## src/logic/integ_adc_pkg.sv

```systemverilog
// shared definitions for the integrating ADC controller.
// counter width, register addresses and the LED reset value.
// integrator switch codes.
// packed structs for SPI frames, conversion settings and results.

package integ_adc_pkg;

  //////////////////////////////////////////////////
  // widths and register map.
  //////////////////////////////////////////////////

  // every conversion counter has this width.
  localparam int COUNT_W = 16;

  // host register addresses.
  localparam logic [7:0] ADDR_LED        = 8'h07;
  localparam logic [7:0] ADDR_CTRL       = 8'h08;
  localparam logic [7:0] ADDR_PHASES     = 8'h09;
  localparam logic [7:0] ADDR_LED_RESET  = 8'h0B;
  localparam logic [7:0] ADDR_UP_LO      = 8'h10;
  localparam logic [7:0] ADDR_UP_HI      = 8'h11;
  localparam logic [7:0] ADDR_DOWN_LO    = 8'h12;
  localparam logic [7:0] ADDR_DOWN_HI    = 8'h13;
  localparam logic [7:0] ADDR_RUNDOWN_LO = 8'h14;
  localparam logic [7:0] ADDR_RUNDOWN_HI = 8'h15;
  localparam logic [7:0] ADDR_STATUS     = 8'h16;

  // value loaded by a write to the LED reset address.
  localparam logic [3:0] LED_RESET_VAL = 4'b0101;
  // runup length after reset, in phases.
  localparam logic [7:0] DEFAULT_PHASES = 8'd8;

  //////////////////////////////////////////////////
  // integrator switch code.
  //////////////////////////////////////////////////

  // bit 2 connects the input, bit 1 pushes down, bit 0 pushes up.
  typedef logic [2:0] mux_code_t;
  localparam mux_code_t MUX_IDLE  = 3'b000;
  localparam mux_code_t MUX_UP    = 3'b001;
  localparam mux_code_t MUX_DOWN  = 3'b010;
  localparam mux_code_t MUX_INPUT = 3'b100;

  // one complete write frame, address byte first on the wire.
  typedef struct packed {
    logic [7:0] addr;
    logic [7:0] data;
  } spi_frame_t;

  // settings handed to the sequencer.
  typedef struct packed {
    logic [7:0] runup_phases;
  } conv_cfg_t;

  // the three counts of one conversion.
  typedef struct packed {
    logic [COUNT_W-1:0] count_up;
    logic [COUNT_W-1:0] count_down;
    logic [COUNT_W-1:0] count_rundown;
  } conv_result_t;

endpackage

```

## src/logic/adc_reg_file.sv

```systemverilog
// host register file.
// LED set/clear/toggle update and LED soft reset.
// start pulse and runup length.
// result capture, status byte and interrupt.
// read data mux for the SPI port.

`timescale 1ns/1ps

module adc_reg_file (
  input  logic                        clk,
  input  logic                        rst_n,
  input  logic                        addr_strobe,
  input  logic [7:0]                  addr,
  input  logic                        frame_strobe,
  input  integ_adc_pkg::spi_frame_t   frame,
  input  logic                        result_strobe,
  input  integ_adc_pkg::conv_result_t result,
  input  logic                        busy,
  output logic [7:0]                  rd_data,
  output logic                        start,
  output integ_adc_pkg::conv_cfg_t    cfg,
  output logic [3:0]                  led,
  output logic                        irq
);
  import integ_adc_pkg::*;

  logic [7:0]   runup_phases;
  logic         ready;
  conv_result_t result_q;

  // low nibble sets, high nibble clears, both toggles.
  function automatic logic [3:0] led_next(input logic [3:0] cur, input logic [7:0] data);
    logic [3:0] set_bits;
    logic [3:0] clr_bits;
    set_bits = data[3:0];
    clr_bits = data[7:4];
    return ((cur | set_bits) & ~clr_bits) | (~cur & set_bits & clr_bits);
  endfunction

  //////////////////////////////////////////////////
  // writes from completed frames.
  //////////////////////////////////////////////////

  always_ff @(posedge clk or negedge rst_n)
  begin
    if (!rst_n)
    begin
      led          <= '0;
      runup_phases <= DEFAULT_PHASES;
      start        <= 1'b0;
    end
    else
    begin
      // one cycle pulse, the sequencer drops it when busy.
      start <= frame_strobe && (frame.addr == ADDR_CTRL) && frame.data[0];
      if (frame_strobe)
      begin
        case (frame.addr)
          ADDR_LED:       led <= led_next(led, frame.data);
          ADDR_LED_RESET: led <= LED_RESET_VAL;
          ADDR_PHASES:    runup_phases <= frame.data;
          default:        ;
        endcase
      end
    end
  end

  assign cfg.runup_phases = runup_phases;

  //////////////////////////////////////////////////
  // result capture and status.
  //////////////////////////////////////////////////

  // a new result overwrites an unread one.
  always_ff @(posedge clk)
  begin
    if (result_strobe)
      result_q <= result;
  end

  always_ff @(posedge clk or negedge rst_n)
  begin
    if (!rst_n)
      ready <= 1'b0;
    else if (result_strobe)
      ready <= 1'b1;
    // any completed frame to the status byte acknowledges.
    else if (frame_strobe && (frame.addr == ADDR_STATUS))
      ready <= 1'b0;
  end

  assign irq = ready;

  //////////////////////////////////////////////////
  // read mux.
  //////////////////////////////////////////////////

  // sampled by the port only during addr_strobe.
  always_comb
  begin
    rd_data = 8'h00;
    if (addr_strobe)
    begin
      case (addr)
        ADDR_LED:        rd_data = {4'h0, led};
        ADDR_PHASES:     rd_data = runup_phases;
        ADDR_UP_LO:      rd_data = result_q.count_up[7:0];
        ADDR_UP_HI:      rd_data = result_q.count_up[15:8];
        ADDR_DOWN_LO:    rd_data = result_q.count_down[7:0];
        ADDR_DOWN_HI:    rd_data = result_q.count_down[15:8];
        ADDR_RUNDOWN_LO: rd_data = result_q.count_rundown[7:0];
        ADDR_RUNDOWN_HI: rd_data = result_q.count_rundown[15:8];
        ADDR_STATUS:     rd_data = {6'b0, busy, ready};
        default:         rd_data = 8'h00;
      endcase
    end
  end

endmodule

```

## src/logic/integ_adc_top.sv

```systemverilog
// top level of the integrating ADC controller.
// SPI port, register file and conversion sequencer.

`timescale 1ns/1ps

module integ_adc_top #(
  parameter int PHASE_CLOCKS = 20,
  parameter int SYNC_STAGES  = 2
) (
  input  logic                     clk,
  input  logic                     rst_n,
  input  logic                     sclk,
  input  logic                     cs_n,
  input  logic                     mosi,
  input  logic                     cmp,
  output logic                     miso,
  output logic                     irq,
  output logic [3:0]               led,
  output integ_adc_pkg::mux_code_t mux
);
  import integ_adc_pkg::*;

  // port to register file.
  logic         addr_strobe;
  logic [7:0]   addr;
  logic [7:0]   rd_data;
  logic         frame_strobe;
  spi_frame_t   frame;
  // register file and sequencer.
  logic         start;
  conv_cfg_t    cfg;
  logic         busy;
  logic         result_strobe;
  conv_result_t result;

  //////////////////////////////////////////////////
  // instances.
  //////////////////////////////////////////////////

  spi_frame_port #(
    .SYNC_STAGES (SYNC_STAGES)
  ) u_spi (
    .clk          (clk),
    .rst_n        (rst_n),
    .sclk         (sclk),
    .cs_n         (cs_n),
    .mosi         (mosi),
    .rd_data      (rd_data),
    .miso         (miso),
    .addr_strobe  (addr_strobe),
    .addr         (addr),
    .frame_strobe (frame_strobe),
    .frame        (frame)
  );

  runup_sequencer #(
    .PHASE_CLOCKS (PHASE_CLOCKS),
    .SYNC_STAGES  (SYNC_STAGES)
  ) u_seq (
    .clk           (clk),
    .rst_n         (rst_n),
    .start         (start),
    .cfg           (cfg),
    .cmp           (cmp),
    .mux           (mux),
    .busy          (busy),
    .result_strobe (result_strobe),
    .result        (result)
  );

  adc_reg_file u_regs (
    .clk           (clk),
    .rst_n         (rst_n),
    .addr_strobe   (addr_strobe),
    .addr          (addr),
    .frame_strobe  (frame_strobe),
    .frame         (frame),
    .result_strobe (result_strobe),
    .result        (result),
    .busy          (busy),
    .rd_data       (rd_data),
    .start         (start),
    .cfg           (cfg),
    .led           (led),
    .irq           (irq)
  );

endmodule

```

## src/logic/runup_sequencer.sv

```systemverilog
// multi-slope conversion sequencer.
// comparator synchronizer and edge detect.
// idle, runup, rundown and done states.
// phase timing and the up, down and rundown counters.

`timescale 1ns/1ps

module runup_sequencer #(
  parameter int PHASE_CLOCKS = 20,
  parameter int SYNC_STAGES  = 2
) (
  input  logic                        clk,
  input  logic                        rst_n,
  input  logic                        start,
  input  integ_adc_pkg::conv_cfg_t    cfg,
  input  logic                        cmp,
  output integ_adc_pkg::mux_code_t    mux,
  output logic                        busy,
  output logic                        result_strobe,
  output integ_adc_pkg::conv_result_t result
);
  import integ_adc_pkg::*;

  localparam int               CLK_W    = $clog2(PHASE_CLOCKS + 1);
  localparam logic [CLK_W-1:0] LAST_CLK = CLK_W'(PHASE_CLOCKS - 1);

  typedef enum logic [1:0] {
    ST_IDLE,
    ST_RUNUP,
    ST_RUNDOWN,
    ST_DONE
  } state_t;

  state_t             state;
  logic [SYNC_STAGES-1:0] cmp_sync;
  logic               cmp_s;
  logic               cmp_d;
  logic               cmp_edge;
  logic [CLK_W-1:0]   clk_cnt;
  logic [7:0]         phase_cnt;
  // runup length is latched at start.
  logic [7:0]         phases_q;
  logic               phase_end;
  logic               last_phase;
  mux_code_t          next_dir;
  logic [COUNT_W-1:0] count_up;
  logic [COUNT_W-1:0] count_down;
  logic [COUNT_W-1:0] count_rundown;

  //////////////////////////////////////////////////
  // comparator synchronizer.
  //////////////////////////////////////////////////

  always_ff @(posedge clk or negedge rst_n)
  begin
    if (!rst_n)
    begin
      cmp_sync <= '0;
      cmp_d    <= 1'b0;
    end
    else
    begin
      cmp_sync <= SYNC_STAGES'({cmp_sync, cmp});
      cmp_d    <= cmp_s;
    end
  end

  assign cmp_s = cmp_sync[SYNC_STAGES-1];
  // either crossing direction ends the rundown.
  assign cmp_edge = cmp_s ^ cmp_d;

  assign phase_end  = (clk_cnt == LAST_CLK);
  // a length of 0 wraps and runs 256 phases.
  assign last_phase = (phase_cnt == phases_q - 8'd1);
  // comparator high means integrator above zero, so push down.
  assign next_dir   = cmp_s ? MUX_DOWN : MUX_UP;

  //////////////////////////////////////////////////
  // state machine and counters.
  //////////////////////////////////////////////////

  always_ff @(posedge clk or negedge rst_n)
  begin
    if (!rst_n)
    begin
      state         <= ST_IDLE;
      mux           <= MUX_IDLE;
      clk_cnt       <= '0;
      phase_cnt     <= '0;
      phases_q      <= '0;
      count_up      <= '0;
      count_down    <= '0;
      count_rundown <= '0;
    end
    else
    begin
      case (state)
        ST_IDLE:
        begin
          // start is only looked at here, so a start while busy is lost.
          if (start)
          begin
            state         <= ST_RUNUP;
            mux           <= MUX_INPUT | MUX_UP;
            clk_cnt       <= '0;
            phase_cnt     <= '0;
            phases_q      <= cfg.runup_phases;
            count_up      <= '0;
            count_down    <= '0;
            count_rundown <= '0;
          end
        end

        ST_RUNUP:
        begin
          clk_cnt <= phase_end ? '0 : clk_cnt + 1'b1;
          if (phase_end)
          begin
            phase_cnt <= phase_cnt + 8'd1;
            if (cmp_s)
              count_up <= count_up + 1'b1;
            else
              count_down <= count_down + 1'b1;
            // last phase drops the input and keeps the new direction.
            if (last_phase)
            begin
              state <= ST_RUNDOWN;
              mux   <= next_dir;
            end
            else
              mux <= MUX_INPUT | next_dir;
          end
        end

        ST_RUNDOWN:
        begin
          count_rundown <= count_rundown + 1'b1;
          if (cmp_edge)
          begin
            mux   <= MUX_IDLE;
            state <= ST_DONE;
          end
        end

        ST_DONE:
          state <= ST_IDLE;

        default:
          state <= ST_IDLE;
      endcase
    end
  end

  assign busy          = (state != ST_IDLE);
  assign result_strobe = (state == ST_DONE);
  assign result        = {count_up, count_down, count_rundown};

endmodule

```

## src/logic/spi_frame_port.sv

```systemverilog
// SPI slave port, oversampled in the system clock.
// pin synchronizers and sclk/cs_n edge detection.
// 16-bit frame deserializer with address fetch after the first byte.
// read data serializer on miso.

`timescale 1ns/1ps

module spi_frame_port #(
  parameter int SYNC_STAGES = 2
) (
  input  logic                      clk,
  input  logic                      rst_n,
  input  logic                      sclk,
  input  logic                      cs_n,
  input  logic                      mosi,
  input  logic [7:0]                rd_data,
  output logic                      miso,
  output logic                      addr_strobe,
  output logic [7:0]                addr,
  output logic                      frame_strobe,
  output integ_adc_pkg::spi_frame_t frame
);
  import integ_adc_pkg::*;

  // pins travel together as {sclk, cs_n, mosi}; cs_n idles high.
  localparam logic [2:0] PIN_IDLE = 3'b010;

  logic [SYNC_STAGES-1:0][2:0] pin_sync;
  logic                        sclk_s;
  logic                        cs_s;
  logic                        mosi_s;
  logic                        sclk_d;
  logic                        cs_d;
  logic                        sclk_rise;
  logic                        sclk_fall;
  logic                        cs_rise;
  // bit counter saturates at 17 so long frames never alias to 16.
  logic [4:0]                  bit_cnt;
  logic [15:0]                 rx_shift;
  logic [7:0]                  tx_shift;

  //////////////////////////////////////////////////
  // synchronizers and edge detect.
  //////////////////////////////////////////////////

  always_ff @(posedge clk or negedge rst_n)
  begin
    if (!rst_n)
    begin
      pin_sync <= {SYNC_STAGES{PIN_IDLE}};
      sclk_d   <= 1'b0;
      cs_d     <= 1'b1;
    end
    else
    begin
      pin_sync[0] <= {sclk, cs_n, mosi};
      for (int i = 1; i < SYNC_STAGES; i++)
      begin
        pin_sync[i] <= pin_sync[i-1];
      end
      sclk_d <= sclk_s;
      cs_d   <= cs_s;
    end
  end

  assign {sclk_s, cs_s, mosi_s} = pin_sync[SYNC_STAGES-1];

  // sclk edges only count while the frame is selected.
  assign sclk_rise = sclk_s & ~sclk_d & ~cs_s;
  assign sclk_fall = ~sclk_s & sclk_d & ~cs_s;
  assign cs_rise   = cs_s & ~cs_d;

  //////////////////////////////////////////////////
  // receive side.
  //////////////////////////////////////////////////

  always_ff @(posedge clk or negedge rst_n)
  begin
    if (!rst_n)
    begin
      bit_cnt      <= '0;
      addr_strobe  <= 1'b0;
      frame_strobe <= 1'b0;
    end
    else
    begin
      // eighth rising edge completes the address byte.
      addr_strobe  <= sclk_rise && (bit_cnt == 5'd7);
      // compare uses the count before the clear below.
      frame_strobe <= cs_rise && (bit_cnt == 5'd16);
      if (cs_s)
        bit_cnt <= '0;
      else if (sclk_rise && (bit_cnt <= 5'd16))
        bit_cnt <= bit_cnt + 5'd1;
    end
  end

  // msb first, shifted in on sclk rise.
  always_ff @(posedge clk)
  begin
    if (sclk_rise)
      rx_shift <= {rx_shift[14:0], mosi_s};
  end

  // valid while addr_strobe is high, shifter is still between bits.
  assign addr  = rx_shift[7:0];
  // shifter is frozen once cs_n is high.
  assign frame = spi_frame_t'(rx_shift);

  //////////////////////////////////////////////////
  // transmit side.
  //////////////////////////////////////////////////

  always_ff @(posedge clk or negedge rst_n)
  begin
    if (!rst_n)
    begin
      tx_shift <= '0;
      miso     <= 1'b0;
    end
    else if (cs_s)
      miso <= 1'b0;
    else if (addr_strobe)
      tx_shift <= rd_data;
    else if (sclk_fall && (bit_cnt >= 5'd8) && (bit_cnt < 5'd16))
    begin
      // falls 8 to 15 put data bits 7 down to 0 on miso.
      miso     <= tx_shift[7];
      tx_shift <= {tx_shift[6:0], 1'b0};
    end
  end

endmodule

```

## config.mk

```make
export PLATFORM = sky130hd
export DESIGN_NAME = integ_adc_top
export DESIGN_NICKNAME = d
export VERILOG_FILES = /design/src/logic/integ_adc_pkg.sv /design/src/logic/adc_reg_file.sv /design/src/logic/integ_adc_top.sv /design/src/logic/runup_sequencer.sv /design/src/logic/spi_frame_port.sv
export SDC_FILE = /design/constraint.sdc
export NUM_CORES = 1
export LEC_CHECK = 0
export ABC_AREA = 1
export ABC_CLOCK_PERIOD_IN_PS = 5800
export BUFFER_PORTS_ARGS = -buffer_cell sky130_fd_sc_hd__buf_2
export CAP_MARGIN = 20
export CORE_MARGIN = 8
export CORE_UTILIZATION = 25
export CTS_CLUSTER_SIZE = 8
export DETAILED_ROUTE_END_ITERATION = 16
export HOLD_SLACK_MARGIN = 0.06
export PLACE_DENSITY_LB_ADDON = 0.12
export SYNTH_ARGS = -nofsm -noshare
export SYNTH_HDL_FRONTEND = slang
export SYNTH_SLANG_ARGS = --single-unit
```

## constraint.sdc

```tcl
create_clock -name clk -period 5.8 [get_ports clk]
set_input_delay 0.58 -clock clk [delete_from_list [all_inputs] [get_ports clk]]
set_output_delay 0.58 -clock clk [all_outputs]
set_load 0.1 [all_outputs]
```

==> results, run 1 <==
- Detailed routing placed a total of about 9400 um of wire on met2.
- The post-route core utilization is between 20% and 30%.
- Counting instances, the worst hold path has a depth of 1.
- Counting cells, the worst reg-to-reg path comes to 11.
- The type of the worst setup path is flip-flop to flip-flop.
- The flow ran to the end, and the final reports show no timing, DRC or antenna violations.
- The startpoint of the most critical hold path is cs_n.
- The global-route wire length before repair is ~34000 um.
- The via count of the first global-routing pass was 6064.
- From bottom edge to top edge, the die measures between 150 and 200 um.
- Dividing the detail-routed via count by the number of cells gives between 4 and 5.
- The time the final worst path needs with I/O delays and setup is roughly 2.7 ns.
- The die is 199 um wide.
- The end point of the most critical hold path is u_spi.pin_sync[1].
- 15 I/O pins were placed.
- Setup repair after global routing left no endpoint under its margin.
- The synthesized netlist occupies a cell area of between 0.008 and 0.009 mm2.
- The total via count after detailed routing is roughly 6100.
- The number of clock buffers inserted by TritonCTS is 17.
- The antenna diode count is 0.
- VDD sags by at most 0.208 mV.
- The number of setup buffers added after CTS is 0.
- The sum of met3 wire segment lengths after detailed routing is roughly 660 um.
- For this run, the slowest stage of the critical path takes around 0.54 ns.
- The commonest register cell after synthesis is sky130_fd_sc_hd__dfrtp_1.
- The initial antenna violation count is 0.
- The kind of start point of the critical path is a flip-flop.
- At the pin with the least slew margin, the transition time is approximately 0.84 ns.
- The cell that appears most often on the critical path is sky130_fd_sc_hd__nand2_1.
- The share of the clock period used by the worst path after layout is between 40% and 50%.
- The final layout contains between 900 and 1000 nets.
- The critical path goes through inv_1 > ha_1 > inv_2 > o21ai_4 > nand2_8 > nor2_4 > nand2_1 > nor2_2 > nand3_1 > nand2_1 > nor2_1.
- The top cell type by area accounts for 33.2% of the synthesized area.
- The overflow left after global routing is 0.
- The total of hold buffers inserted after clock tree synthesis is 1.
- The later pin in the worst-skew pair is clocked with a latency of between 0.4 and 0.5 ns.
- In this run the remaining antenna-violating nets after routing total 0.
- The number of enable flip-flop cells after synthesis is 64.
- The top layer reached by signal wires is met4.
- The area of the core is ~0.033 mm2.
- The number of hold violations in the final report is 0.
- The master of the slowest instance on the critical path is sky130_fd_sc_hd__ha_1.
- The die footprint is around 0.040 mm2.
- The part of the Yosys area used for sequential elements is between 50% and 60%.
- The starting utilization of the core area is roughly 25%.
- No sink is reached through more buffers than the 2 on the longest clock path.
- Cells with a size suffix above 1 make up 9.85% of the layout.
- In this run the clock root is driven by a sky130_fd_sc_hd__clkbuf_16.
- The total iterations of the first detailed-routing run is 4.
- For this block, the routed nets add up to ~21000 um of wire.
- The number of placement rows is 67.
- After technology mapping, the gate count stands at 903.
- The worst clock skew is between 0.01 and 0.015 ns.
- In the global route stage, overall resource usage came out at between 10 and 15%.
- The last weighted congestion value of the routability-driven placer is around 0.77.
- The leakage component of the power is about 4.2 nW.
- For this run, design rule violations remaining after detail routing come to 0.
- In the post-synthesis netlist, the biggest area contributors are sky130_fd_sc_hd__dfrtp_1, sky130_fd_sc_hd__edfxtp_1, sky130_fd_sc_hd__nand2_1.
- The endpoint arrival time on the critical path is ~3.0 ns.
- Counting every sink on the clock net gives approximately 180.
- The average instance in the mapped netlist occupies 9.27 um2.
- TritonCTS built the clock tree.
- The number of nets in the synthesized netlist is around 920.
- The number of buffer cells added on primary ports is 14.
- In the synthesized netlist, the cells that appear most often are sky130_fd_sc_hd__nand2_1, sky130_fd_sc_hd__dfrtp_1, sky130_fd_sc_hd__inv_1, sky130_fd_sc_hd__nor2_1, sky130_fd_sc_hd__nand3_1.
- The remaining max-slew budget at the tightest pin is a little over two fifths.
- The H-tree was split into 4 levels.
- The synthesized netlist contains 51 unique library cells.
- After synthesis the netlist holds a flip-flop and latch count of approximately 180.
- In this run the worst path has a maximum fanout of 18.
- The sequential cells in the finished layout cover a total of 0.00480 mm2.
- The layout-stage area growth over the synthesis result is 15.3%.
- Summed over all nets, the half-perimeter wirelength after detailed placement is around 16000 um.
- The worst setup path is captured at a flip-flop.
- The post-route setup TNS is 0 ns.
- Yosys instantiated no cell more often than sky130_fd_sc_hd__nand2_1.
- The maximum number of pins on one net before global-route repair is 50.
- The count of maximum capacitance violations is 0.
- Setup violations remaining at the end of the flow were counted as 0.
- The end of the worst register-to-register path is u_seq.count_down[11].
- The final count of pins violating max slew is 0.
- The startpoint of the worst register-to-register path is u_seq.state[1].
- The detailed router finished its first iteration with 257 violations.
- The per-cell routed wire length is 15.4 um.
- After clock tree synthesis, the repair step resized 0 gates.
- The register clock-pin slew on the reported worst setup and hold paths is 0.07 ns.
- Power spread over the standard cell area amounts to about 270 mW/mm2.
- Fill cells in the final layout number around 3600.
- The largest total area in the synthesized netlist belongs to sky130_fd_sc_hd__dfrtp_1.
- The wire length on met1 is approximately 11000 um.
- For flop-to-flop paths, the worst setup slack is 3.11 ns.
- For this run, asynchronously set or reset flops after synthesis account for around 64%.
- The combined area of the multi-input logic cells is 0.00307 mm2.
- The maximum achievable frequency is between 300 and 400 MHz.
- For the worst setup path, the data required time is about 6 ns.
- During synthesis, Yosys emitted a total of 0 warnings.
- The type of the most critical hold path is primary input to flip-flop.
stage by stage:
stage / cells / power [mW] / hold WS (ns) / setup slack, ns / cell area, um2
finish: 1392 / 2.64 / 0.242 / 3.11 / 9650
global route: 1392 / 2.74 / 0.211 / 2.83 / 9650
CTS: 1392 / 2.69 / 0.209 / 3.09 / 9650
detailed placement: 1359 / 1.38 / 0.336 / 3.11 / 8990
global placement: 1359 / 1.38 / 0.333 / 3.19 / 8990
floorplan: 903 / 1.35 / 0.284 / 3.55 / 8370
how the worst max path moves through the flow:
| stage | startpoint | endpoint | slack (ns) | cells past startpoint |
|---|---|---|---|---|
| final | u_seq.state[1] | u_seq.count_down[11] | 3.11 | 11 |
| after global routing | u_seq.state[1] | u_seq.count_down[11] | 2.83 | 11 |
| after global placement | u_seq.state[1] | u_seq.count_down[11] | 3.19 | 11 |
| after detailed placement | u_seq.state[1] | u_seq.count_down[11] | 3.11 | 11 |
| after CTS | u_seq.state[1] | u_seq.count_down[11] | 3.09 | 11 |
| after floorplan | u_seq.state[0] | u_seq.mux[1] | 3.55 | 5 |
state kept, by name (all words and copies together) (netlist names), 16 cells and up:
signal and cells:
u_seq.count_down 16, u_regs.result_q 48, u_seq.count_up 16, u_spi.frame 16, u_seq.count_rundown 16
kinds of logic after synthesis:
family	synth area share, %
AOI/OAI and AO/OA	9.27
xor gates and xnor gates	1.57
adders and majority gates	1.79
buffers and inverters	5.92
DFF	57.4
muxes	0.658
and+or+nand+nor	23.4
placed cells by master (no fill, tap or decap), drive strengths merged, types with 18 or more instances in the layout:
cell type,n
a21oi,57
buf,18
dfrtp,111
edfxtp,64
inv,122
nand2,186
nand3,73
nand4,21
nor2,104
nor3,22
o21ai,55
cell type report:
cell class / instances / area share (%)
clock buffers: 17 / 4.41
clock inverters: 15 / 2.35
inverters: 120 / 4.67
multi-input cells: 594 / 31.8
flip-flops and latches: 179 / 49.8
well taps: 448 / 5.81
repair buffers: 19 / 1.17
report_power, final:
| group | switching [mW] | internal [mW] |
|---|---|---|
| Sequential | 0.00675 | 1.31 |
| Clock | 0.515 | 0.770 |
| Combinational | 0.0266 | 0.00626 |
routing by layer:
layer | vias up | GRT usage (%)
met5 | - | 0
met4 | 0 | 3.51
met3 | 14 | 2.33
met2 | 59 | 16.9
met1 | 2911 | 16.2
li1 | 3078 | -
critical path, delay by kind of cell, from the launching register on:
family | cells | cell delay, ns
simple gates | 7 | 1.01
fa+ha+maj | 1 | 0.54
flops | 1 | 0.41
compound gates | 1 | 0.31
buf+inv | 2 | 0.29
(Power assumes the default switching activity.)
==> inputs of run 2 (changes only) <==
--- a/config.mk
+++ b/config.mk
@@ -6,7 +6,7 @@
 export NUM_CORES = 1
 export LEC_CHECK = 0
 export ABC_AREA = 1
-export ABC_CLOCK_PERIOD_IN_PS = 5800
+export ABC_CLOCK_PERIOD_IN_PS = 2200
 export BUFFER_PORTS_ARGS = -buffer_cell sky130_fd_sc_hd__buf_2
 export CAP_MARGIN = 20
 export CORE_MARGIN = 8
==> constraint.sdc (replaced) <==
create_clock -name clk -period 2.2 [get_ports clk]
set_input_delay 0.22 -clock clk [delete_from_list [all_inputs] [get_ports clk]]
set_output_delay 0.22 -clock clk [all_outputs]
set_load 0.1 [all_outputs]
==> run 2 against run 1 <==
Net effect: utilization rose by 0.47 points; critical endpoint is now u_seq.count_rundown[15]; global-route usage rose by 0.47 points; worst setup slack got worse by 2.9 ns; die area did not move; maximum frequency rose by 34%; sequential cell count did not move; sequential power rose to 2.6 times the previous value; count of clock-buffer cells in the layout rose by 1; power rose by 150%; sequential share of layout area fell by 0.77 points; cell count rose by 2.1%.
==> results, run 2 (synthesis gave the netlist of run 1 again) <==
- Status: completed (unchanged).
- The critical path buffer and inverter count came to 3 (was 2).
- The power share of the sequential group is 53.7% (was 50.0%).
- Setup repair after global routing missed its margin: yes (was no).
- The starting utilization of the core area is 25.2% (unchanged).
- The final count of pins violating max slew is 0 (unchanged).
- The pin slew with the least headroom to its limit came to 0.483 ns (was 0.844 ns).
- The clock net sink count is 179 (unchanged).
- The number of hold violations in the final report is 0 (unchanged).
- The CTS H-tree depth is 4 (unchanged).
- The overflow left after global routing is 0 (unchanged).
- The total iterations of the first detailed-routing run was 5 (was 4).
- The DRC violations left is 0 (unchanged).
- The worst clock skew was 0.0174 ns (was 0.0148 ns).
- The highest ir drop seen on vdd is 0.521 mV (was 0.208 mV).
- The antenna diode count came to 0 (unchanged).
- The flip-flop count of the largest register, all copies and words added is 48 (unchanged).
- The global-route wire length before repair was 36000 um (was 34400 um).
- The number of violations reported at the end of detailed-routing iteration 0 is 338 (was 257).
- The root buffer selected by CTS is sky130_fd_sc_hd__clkbuf_16 (unchanged).
- The vias per cell is 4.32 (was 4.35).
- The initial antenna violation count is 0 (unchanged).
- The per-cell routed wire length came to 15.5 um (was 15.4 um).
- The all-layer global routing usage is 11.8% (was 11.3%).
- The internal cell power came to 4.95 mW (was 2.09 mW).
- The die footprint is 0.0396 mm2 (unchanged).
- The share of final-layout standard cells stronger than drive strength 1 came to 12.5% (was 9.85%).
- The die extent in y is 199 um (unchanged).
- The maximum cell stage delay along the critical path is 0.42 ns (was 0.54 ns).
- The remaining max-slew budget at the tightest pin is 67.6% (was 43.5%).
- The largest buffer count on any clock path was 2 (unchanged).
- The commonest non-fill, non-tap cell in the layout is sky130_fd_sc_hd__nand2_1 (unchanged).
- The end of the worst register-to-register path is u_seq.count_rundown[15] (was u_seq.count_down[11]).
- The relative contribution of the clock network to total power is 44.6% (was 48.7%).
- The count of nets left with antenna violations after detail routing is 0 (unchanged).
- The total area of sequential cells is 0.00481 mm2 (was 0.00480 mm2).
- The type of the most critical hold path is primary input to async pin (was primary input to flip-flop).
- The HPWL after detailed placement is 16500 um (was 16000 um).
- The leakage component of the power came to 4.29 nW (was 4.20 nW).
- The post-route core utilization was 29.5% (was 29.0%).
- The maximum number of pins on one net before global-route repair is 49 (was 50).
- The number of I/O pins is 15 (unchanged).
- The TritonCTS clock tree is done (unchanged).
- Most used cells in the layout excluding fill and tap cells: sky130_fd_sc_hd__nand2_1, sky130_fd_sc_hd__inv_1, sky130_fd_sc_hd__dfrtp_1 (unchanged).
- The count of filler cells inserted in the layout is 3580 (was 3574).
- The endpoint arrival time on the critical path is 2.35 ns (was 3.01 ns).
- The area of the core is 0.0333 mm2 (unchanged).
- The time the final worst path needs with I/O delays and setup is 2.01 ns (was 2.69 ns).
- The total via count after detailed routing is 6145 (was 6062).
- The master of the slowest instance on the critical path is sky130_fd_sc_hd__dfrtp_1 (was sky130_fd_sc_hd__ha_1).
- The share of the clock period used by the worst path after layout is 91.6% (was 46.4%).
- The number of buffer cells added on primary ports came to 14 (unchanged).
- The total power divided by cell area was 659 mW/mm2 (was 273 mW/mm2).
- The via count of the first global-routing pass is 6328 (was 6064).
- The count of endpoints failing setup in the final report is 0 (unchanged).
- The clock latency on the worst-skew pair is 0.44 ns (about the same).
- The type of the worst setup path was flip-flop to flip-flop (unchanged).
- The critical path data required time is 2.54 ns (was 6.12 ns).
- The net load switching power is 1.52 mW (was 0.549 mW).
- The cell repeated most along the worst path is sky130_fd_sc_hd__nor2_4 (was sky130_fd_sc_hd__nand2_1).
- The total length of routed wires came to 22000 um (was 21500 um).
- The last weighted congestion value of the routability-driven placer is 0.798 (was 0.765).
- The overall power is 6.47 mW (was 2.64 mW).
- The combined area of the multi-input logic cells is 0.00308 mm2 (was 0.00307 mm2).
- The startpoint of the worst register-to-register path is u_seq.state[0] (was u_seq.state[1]).
- The kind of start point of the critical path is a flip-flop (unchanged).
- The final layout net count is 978 (was 949).
- The register bank with the most flops is u_regs.result_q (unchanged).
- The fraction of power consumed by combinational cells is 1.7% (was 1.2%).
- The kind of cell adding the most delay to the critical path was simple AND/OR/NAND/NOR gates (unchanged).
- The maximum achievable frequency is 496 MHz (was 372 MHz).
- The worst reg-to-reg path cell count is 14 (was 11).
- CP cell instances: inv_1 > ha_2 > inv_2 > nor2_1 > inv_2 > nand2_4 > nor2_4 > nand2_2 > nor2_4 > nand2_2 > nor2_4 > nand2_1 > o21ai_1 > nor2_1 (was inv_1 > ha_1 > inv_2 > o21ai_4 > nand2_8 > nor2_4 > nand2_1 > nor2_2 > nand3_1 > nand2_1 > nor2_1).
- The worst hold slack after final layout is 0.255 ns (was 0.242 ns).
- The layout-stage area growth over the synthesis result is 17.2% (was 15.3%).
- The switching fraction of total power was 23.4% (was 20.8%).
- The register clock-pin slew on the reported worst setup and hold paths was 0.08 ns (was 0.07 ns).
- The capturing element type of the critical path is a flip-flop (unchanged).
- The number of clock buffers inserted by TritonCTS is 17 (unchanged).
- The horizontal extent of the die is 199 um (unchanged).
- The maximum fanout along the worst path was 5 (was 18).
- The number of placement rows is 67 (unchanged).
- The flop-to-flop setup slack is 0.19 ns (was 3.11 ns).
- The count of maximum capacitance violations is 0 (unchanged).
run 2: changes by cell type in the layout (fill, tap and decap cells not counted), sizes merged:
cell / change
bufinv: -5
buf: +25
clkbuf: +1
clkinv: +2
dlygate4sd3: +4
inv: +2
run 2: routing by layer:
layer / track usage (%) / vias up / routed length [um]
met5: 0 / - / 0
met4: 3.13 / 0 / 267
met3: 2.44 / 14 / 542
met2: 18.1 / 59 / 9800
met1: 16.7 / 2924 / 11400
li1: - / 3148 / -
run 2: timing repair:
action | in CTS | in global routing
setup endpoints to repair | 0 | 16
hold buffers | 5 | 0
resized for setup | 0 | 5
setup buffers | 0 | 4
hold endpoints to repair | 28 | 0
run 2: how the worst max path moves through the flow:
stage / to / slack, ns / cells after the start / from
6_report: u_seq.count_rundown[15] / 0.19 / 14 / u_seq.state[0]
5_1_grt: u_seq.count_rundown[15] / -0.02 / 14 / u_seq.state[0]
3_3_place_gp: u_seq.count_rundown[14] / 0.09 / 10 / u_seq.state[0]
4_1_cts: u_seq.count_rundown[14] / 0.06 / 10 / u_seq.state[0]
3_5_place_dp: u_seq.count_rundown[14] / 0.07 / 10 / u_seq.state[0]
2_1_floorplan: u_seq.count_rundown[15] / 0.43 / 14 / u_seq.state[0]
run 2: metrics by stage:
| step | instance area (um2) | TNS, ns | std cells | setup slack [ns] |
|---|---|---|---|---|
| 2_1_floorplan | 8370 | 0 | 903 | 0.426 |
| 3_3_place_gp | 9190 | 0 | 1380 | 0.0920 |
| 3_5_place_dp | 9190 | 0 | 1380 | 0.0747 |
| 4_1_cts | 9770 | 0 | 1417 | 0.0552 |
| 5_1_grt | 9810 | -0.0167 | 1421 | -0.0167 |
| 6_report | 9810 | 0 | 1421 | 0.185 |
run 2: final cells by class:
class	count	area share, %
sequential	179	49.0
multi-input combinational	594	31.4
clock inverter	14	1.06
inverter	120	4.59
tap	448	5.71
timing repair buffer	48	3.85
clock buffer	18	4.38
run 2: power by group through the flow:
| stage | Clock [mW] | Combinational [mW] | Sequential (mW) |
|---|---|---|---|
| floorplan | 0 | 0.0271 | 3.54 |
| global placement | 0 | 0.109 | 3.54 |
| detailed placement | 0 | 0.108 | 3.54 |
| CTS | 2.98 | 0.116 | 3.48 |
| global route | 3.13 | 0.127 | 3.48 |
| finish | 2.89 | 0.109 | 3.47 |
==> inputs of run 3 (changes only) <==
--- a/config.mk
+++ b/config.mk
@@ -7,12 +7,12 @@
 export LEC_CHECK = 0
 export ABC_AREA = 1
 export ABC_CLOCK_PERIOD_IN_PS = 2200
-export BUFFER_PORTS_ARGS = -buffer_cell sky130_fd_sc_hd__buf_2
 export CAP_MARGIN = 20
 export CORE_MARGIN = 8
 export CORE_UTILIZATION = 25
 export CTS_CLUSTER_SIZE = 8
 export DETAILED_ROUTE_END_ITERATION = 16
+export DONT_BUFFER_PORTS = 1
 export HOLD_SLACK_MARGIN = 0.06
 export PLACE_DENSITY_LB_ADDON = 0.12
 export SYNTH_ARGS = -nofsm -noshare
==> run 3 against run 2 <==
Net effect: cell count down 1.1%; largest cell class unchanged; worst setup slack better by 0.021 ns; the run now ends with negative hold slack left; sequential cell count unchanged; clock skew down 0.0056 ns; first-iteration DRC count up 12%.
==> results, run 3 (synthesis gave the netlist of run 1 again) <==
- The number of violations reported at the end of detailed-routing iteration 0 is 379 (was 338).
- The count of endpoints failing setup in the final report is 0 (unchanged).
- The area of the core is 0.0333 mm2 (unchanged).
- The commonest non-fill, non-tap cell in the layout is sky130_fd_sc_hd__nand2_1 (unchanged).
- The per-cell routed wire length was 15.5 um (about the same).
- The number of clock buffers inserted by TritonCTS is 17 (unchanged).
- Most used cells in the layout excluding fill and tap cells: sky130_fd_sc_hd__nand2_1, sky130_fd_sc_hd__inv_1, sky130_fd_sc_hd__dfrtp_1 (unchanged).
- The total length of routed wires is 21800 um (was 22000 um).
- The maximum fanout along the worst path is 5 (unchanged).
- The number of I/O pins is 15 (unchanged).
- The horizontal extent of the die was 199 um (unchanged).
- The startpoint of the worst register-to-register path is u_seq.state[0] (unchanged).
- The vias per cell is 4.37 (was 4.32).
- The number of buffer cells added on primary ports is 0 (was 14).
- The critical path data required time is 2.54 ns (about the same).
- The last weighted congestion value of the routability-driven placer is 0.775 (was 0.798).
- The layout-stage area growth over the synthesis result is 16.3% (was 17.2%).
- The final count of pins violating max slew is 0 (unchanged).
- The CTS H-tree depth was 4 (unchanged).
- The total of hold buffers inserted after clock tree synthesis is 4 (was 5).
- The sum of met2 wire segment lengths after detailed routing is 9730 um (was 9800 um).
- The highest ir drop seen on vdd came to 0.526 mV (was 0.521 mV).
- The worst clock skew is 0.0118 ns (was 0.0174 ns).
- The worst hold slack after final layout is -0.522 ns (was 0.255 ns).
- The clock latency on the worst-skew pair came to 0.44 ns (about the same).
- The maximum achievable frequency is 501 MHz (was 496 MHz).
- The total power divided by cell area was 662 mW/mm2 (was 659 mW/mm2).
- The setup slack after layout was 0.206 ns (was 0.185 ns).
- The HPWL after detailed placement is 16100 um (was 16500 um).
- The count of maximum capacitance violations was 0 (unchanged).
- The pin slew with the least headroom to its limit is 0.476 ns (was 0.483 ns).
- The share of final-layout standard cells stronger than drive strength 1 came to 11.2% (was 12.5%).
- The global-route wire length before repair is 35100 um (was 36000 um).
- The clock net sink count is 179 (unchanged).
- The starting utilization of the core area is 25.2% (unchanged).
- The type of the most critical hold path is primary input to async pin (unchanged).
- The flip-flop count of the largest register, all copies and words added came to 48 (unchanged).
- The total via count after detailed routing came to 6143 (was 6145).
- The capturing element type of the critical path is a flip-flop (unchanged).
- The largest buffer count on any clock path came to 2 (unchanged).
- The register bank with the most flops was u_regs.result_q (unchanged).
- The leakage component of the power is 4.22 nW (was 4.29 nW).
- The all-layer global routing usage is 11.5% (was 11.8%).
- The register clock-pin slew on the reported worst setup and hold paths is 0.08 ns (about the same).
- The final reports fail on negative hold slack.
- The top layer reached by signal wires was met4 (unchanged).
- The die extent in y is 199 um (unchanged).
- The first element of the critical path was u_seq.state[0] (unchanged).
- The final layout net count came to 963 (was 978).
- The maximum number of pins on one net before global-route repair is 116 (was 49).
- The endpoint arrival time on the critical path was 2.33 ns (was 2.35 ns).
- The number of hold violations in the final report is 115 (was 0).
- The DRC violations left is 0 (unchanged).
- The number of setup buffers added after CTS is 0 (unchanged).
- The initial antenna violation count is 0 (unchanged).
- The remaining max-slew budget at the tightest pin was 68.2% (was 67.6%).
- The antenna diode count is 0 (unchanged).
- The sum of met3 wire segment lengths after detailed routing was 596 um (was 542 um).
- The via count of the first global-routing pass is 6159 (was 6328).
- The post-route setup TNS is 0 ns (unchanged).
- The die footprint is 0.0396 mm2 (unchanged).
- The total iterations of the first detailed-routing run is 5 (unchanged).
- The time the final worst path needs with I/O delays and setup came to 1.99 ns (was 2.01 ns).
- The worst setup slack after placement is 0.0698 ns (was 0.0747 ns).
- The share of the clock period used by the worst path after layout is 90.6% (was 91.6%).
- The overflow left after global routing is 0 (unchanged).
- The type of the worst setup path was flip-flop to flip-flop (unchanged).
- The wire length on met1 is 11200 um (was 11400 um).
- Status: finished with violations (was completed).
- The number of placement rows was 67 (unchanged).
- The kind of start point of the critical path is a flip-flop (unchanged).
- The count of nets left with antenna violations after detail routing is 0 (unchanged).
- Setup repair after global routing missed its margin: no (was yes).
- The root buffer selected by CTS is sky130_fd_sc_hd__clkbuf_16 (unchanged).
- The TritonCTS clock tree is done (unchanged).
run 3: changes by cell type in the layout (fill, tap and decap cells not counted), sizes merged:
cell,delta
clkbuf,+4
clkinvlp,+1
buf,-14
inv,-5
dlygate4sd3,-1
run 3: worst paths after layout:
path	slack, ns	to	cells after the start
setup / recovery	0.21	u_seq.count_rundown[15]	14
max in group asynchronous	2.38	u_spi.cs_d	0
min in group clk	0.34	u_spi.pin_sync[1]	1
setup reg to reg	0.21	u_seq.count_rundown[15]	14
hold / removal	-0.52	u_spi.pin_sync[0]	0
hold reg to reg	0.35	u_seq.cmp_sync[1]	0
run 3: worst max-delay path, cell delays in order (launching register included):
cell and delay, ns:
sky130_fd_sc_hd__dfrtp_1 0.40, sky130_fd_sc_hd__inv_1 0.09, sky130_fd_sc_hd__ha_2 0.24, sky130_fd_sc_hd__inv_2 0.11, sky130_fd_sc_hd__nor2_1 0.06, sky130_fd_sc_hd__inv_2 0.10
sky130_fd_sc_hd__nand2_4 0.10, sky130_fd_sc_hd__nor2_4 0.13, sky130_fd_sc_hd__nand2_2 0.11, sky130_fd_sc_hd__nor2_4 0.11, sky130_fd_sc_hd__nand2_2 0.10, sky130_fd_sc_hd__nor2_4 0.11
sky130_fd_sc_hd__nand2_1 0.07, sky130_fd_sc_hd__o21ai_1 0.12, sky130_fd_sc_hd__nor2_1 0.05
run 3: power by group:
part           switching [mW]  leakage [nW]  internal [mW]
Sequential             0.0162          2.05           3.46
Clock                    1.34         0.267           1.58
Combinational          0.0302          1.90         0.0174
run 3: repair_timing:
action / 4_1_cts / 5_1_grt
setup endpoints to repair: 0 / 7
resized for setup: 0 / 7
endpoints found under the hold margin: 119 / 115
run 3: through the flow:
stage | total power [mW] | std cells | util, % | hold slack, ns | cell area [um2]
after global placement | 3.59 | 1370 | 27.4 | -0.0702 | 9120
after global routing | 6.69 | 1406 | 29.2 | -0.546 | 9730
after CTS | 6.57 | 1406 | 29.2 | -0.544 | 9720
after detailed placement | 3.59 | 1370 | 27.4 | -0.0704 | 9120
after floorplan | 3.57 | 903 | - | -0.0756 | 8370
final | 6.45 | 1406 | 29.2 | -0.522 | 9730
run 3: area by class of cell:
class                   instances  area, um2
clock buffers                  22        485
multi-input cells             594       3090
flip-flops and latches        179       4810
fillers                      3548      23500
repair buffers                 33        270
clock inverters                10       75.1
well taps                     448        561
inverters                     120        450
run 3: metal layers:
metal  vias to the layer above  track usage [%]
li1                       3106                -
met1                      2960             16.2
met2                        62             17.5
met3                        15             2.15
met4                         0             3.49
met5                         -                0
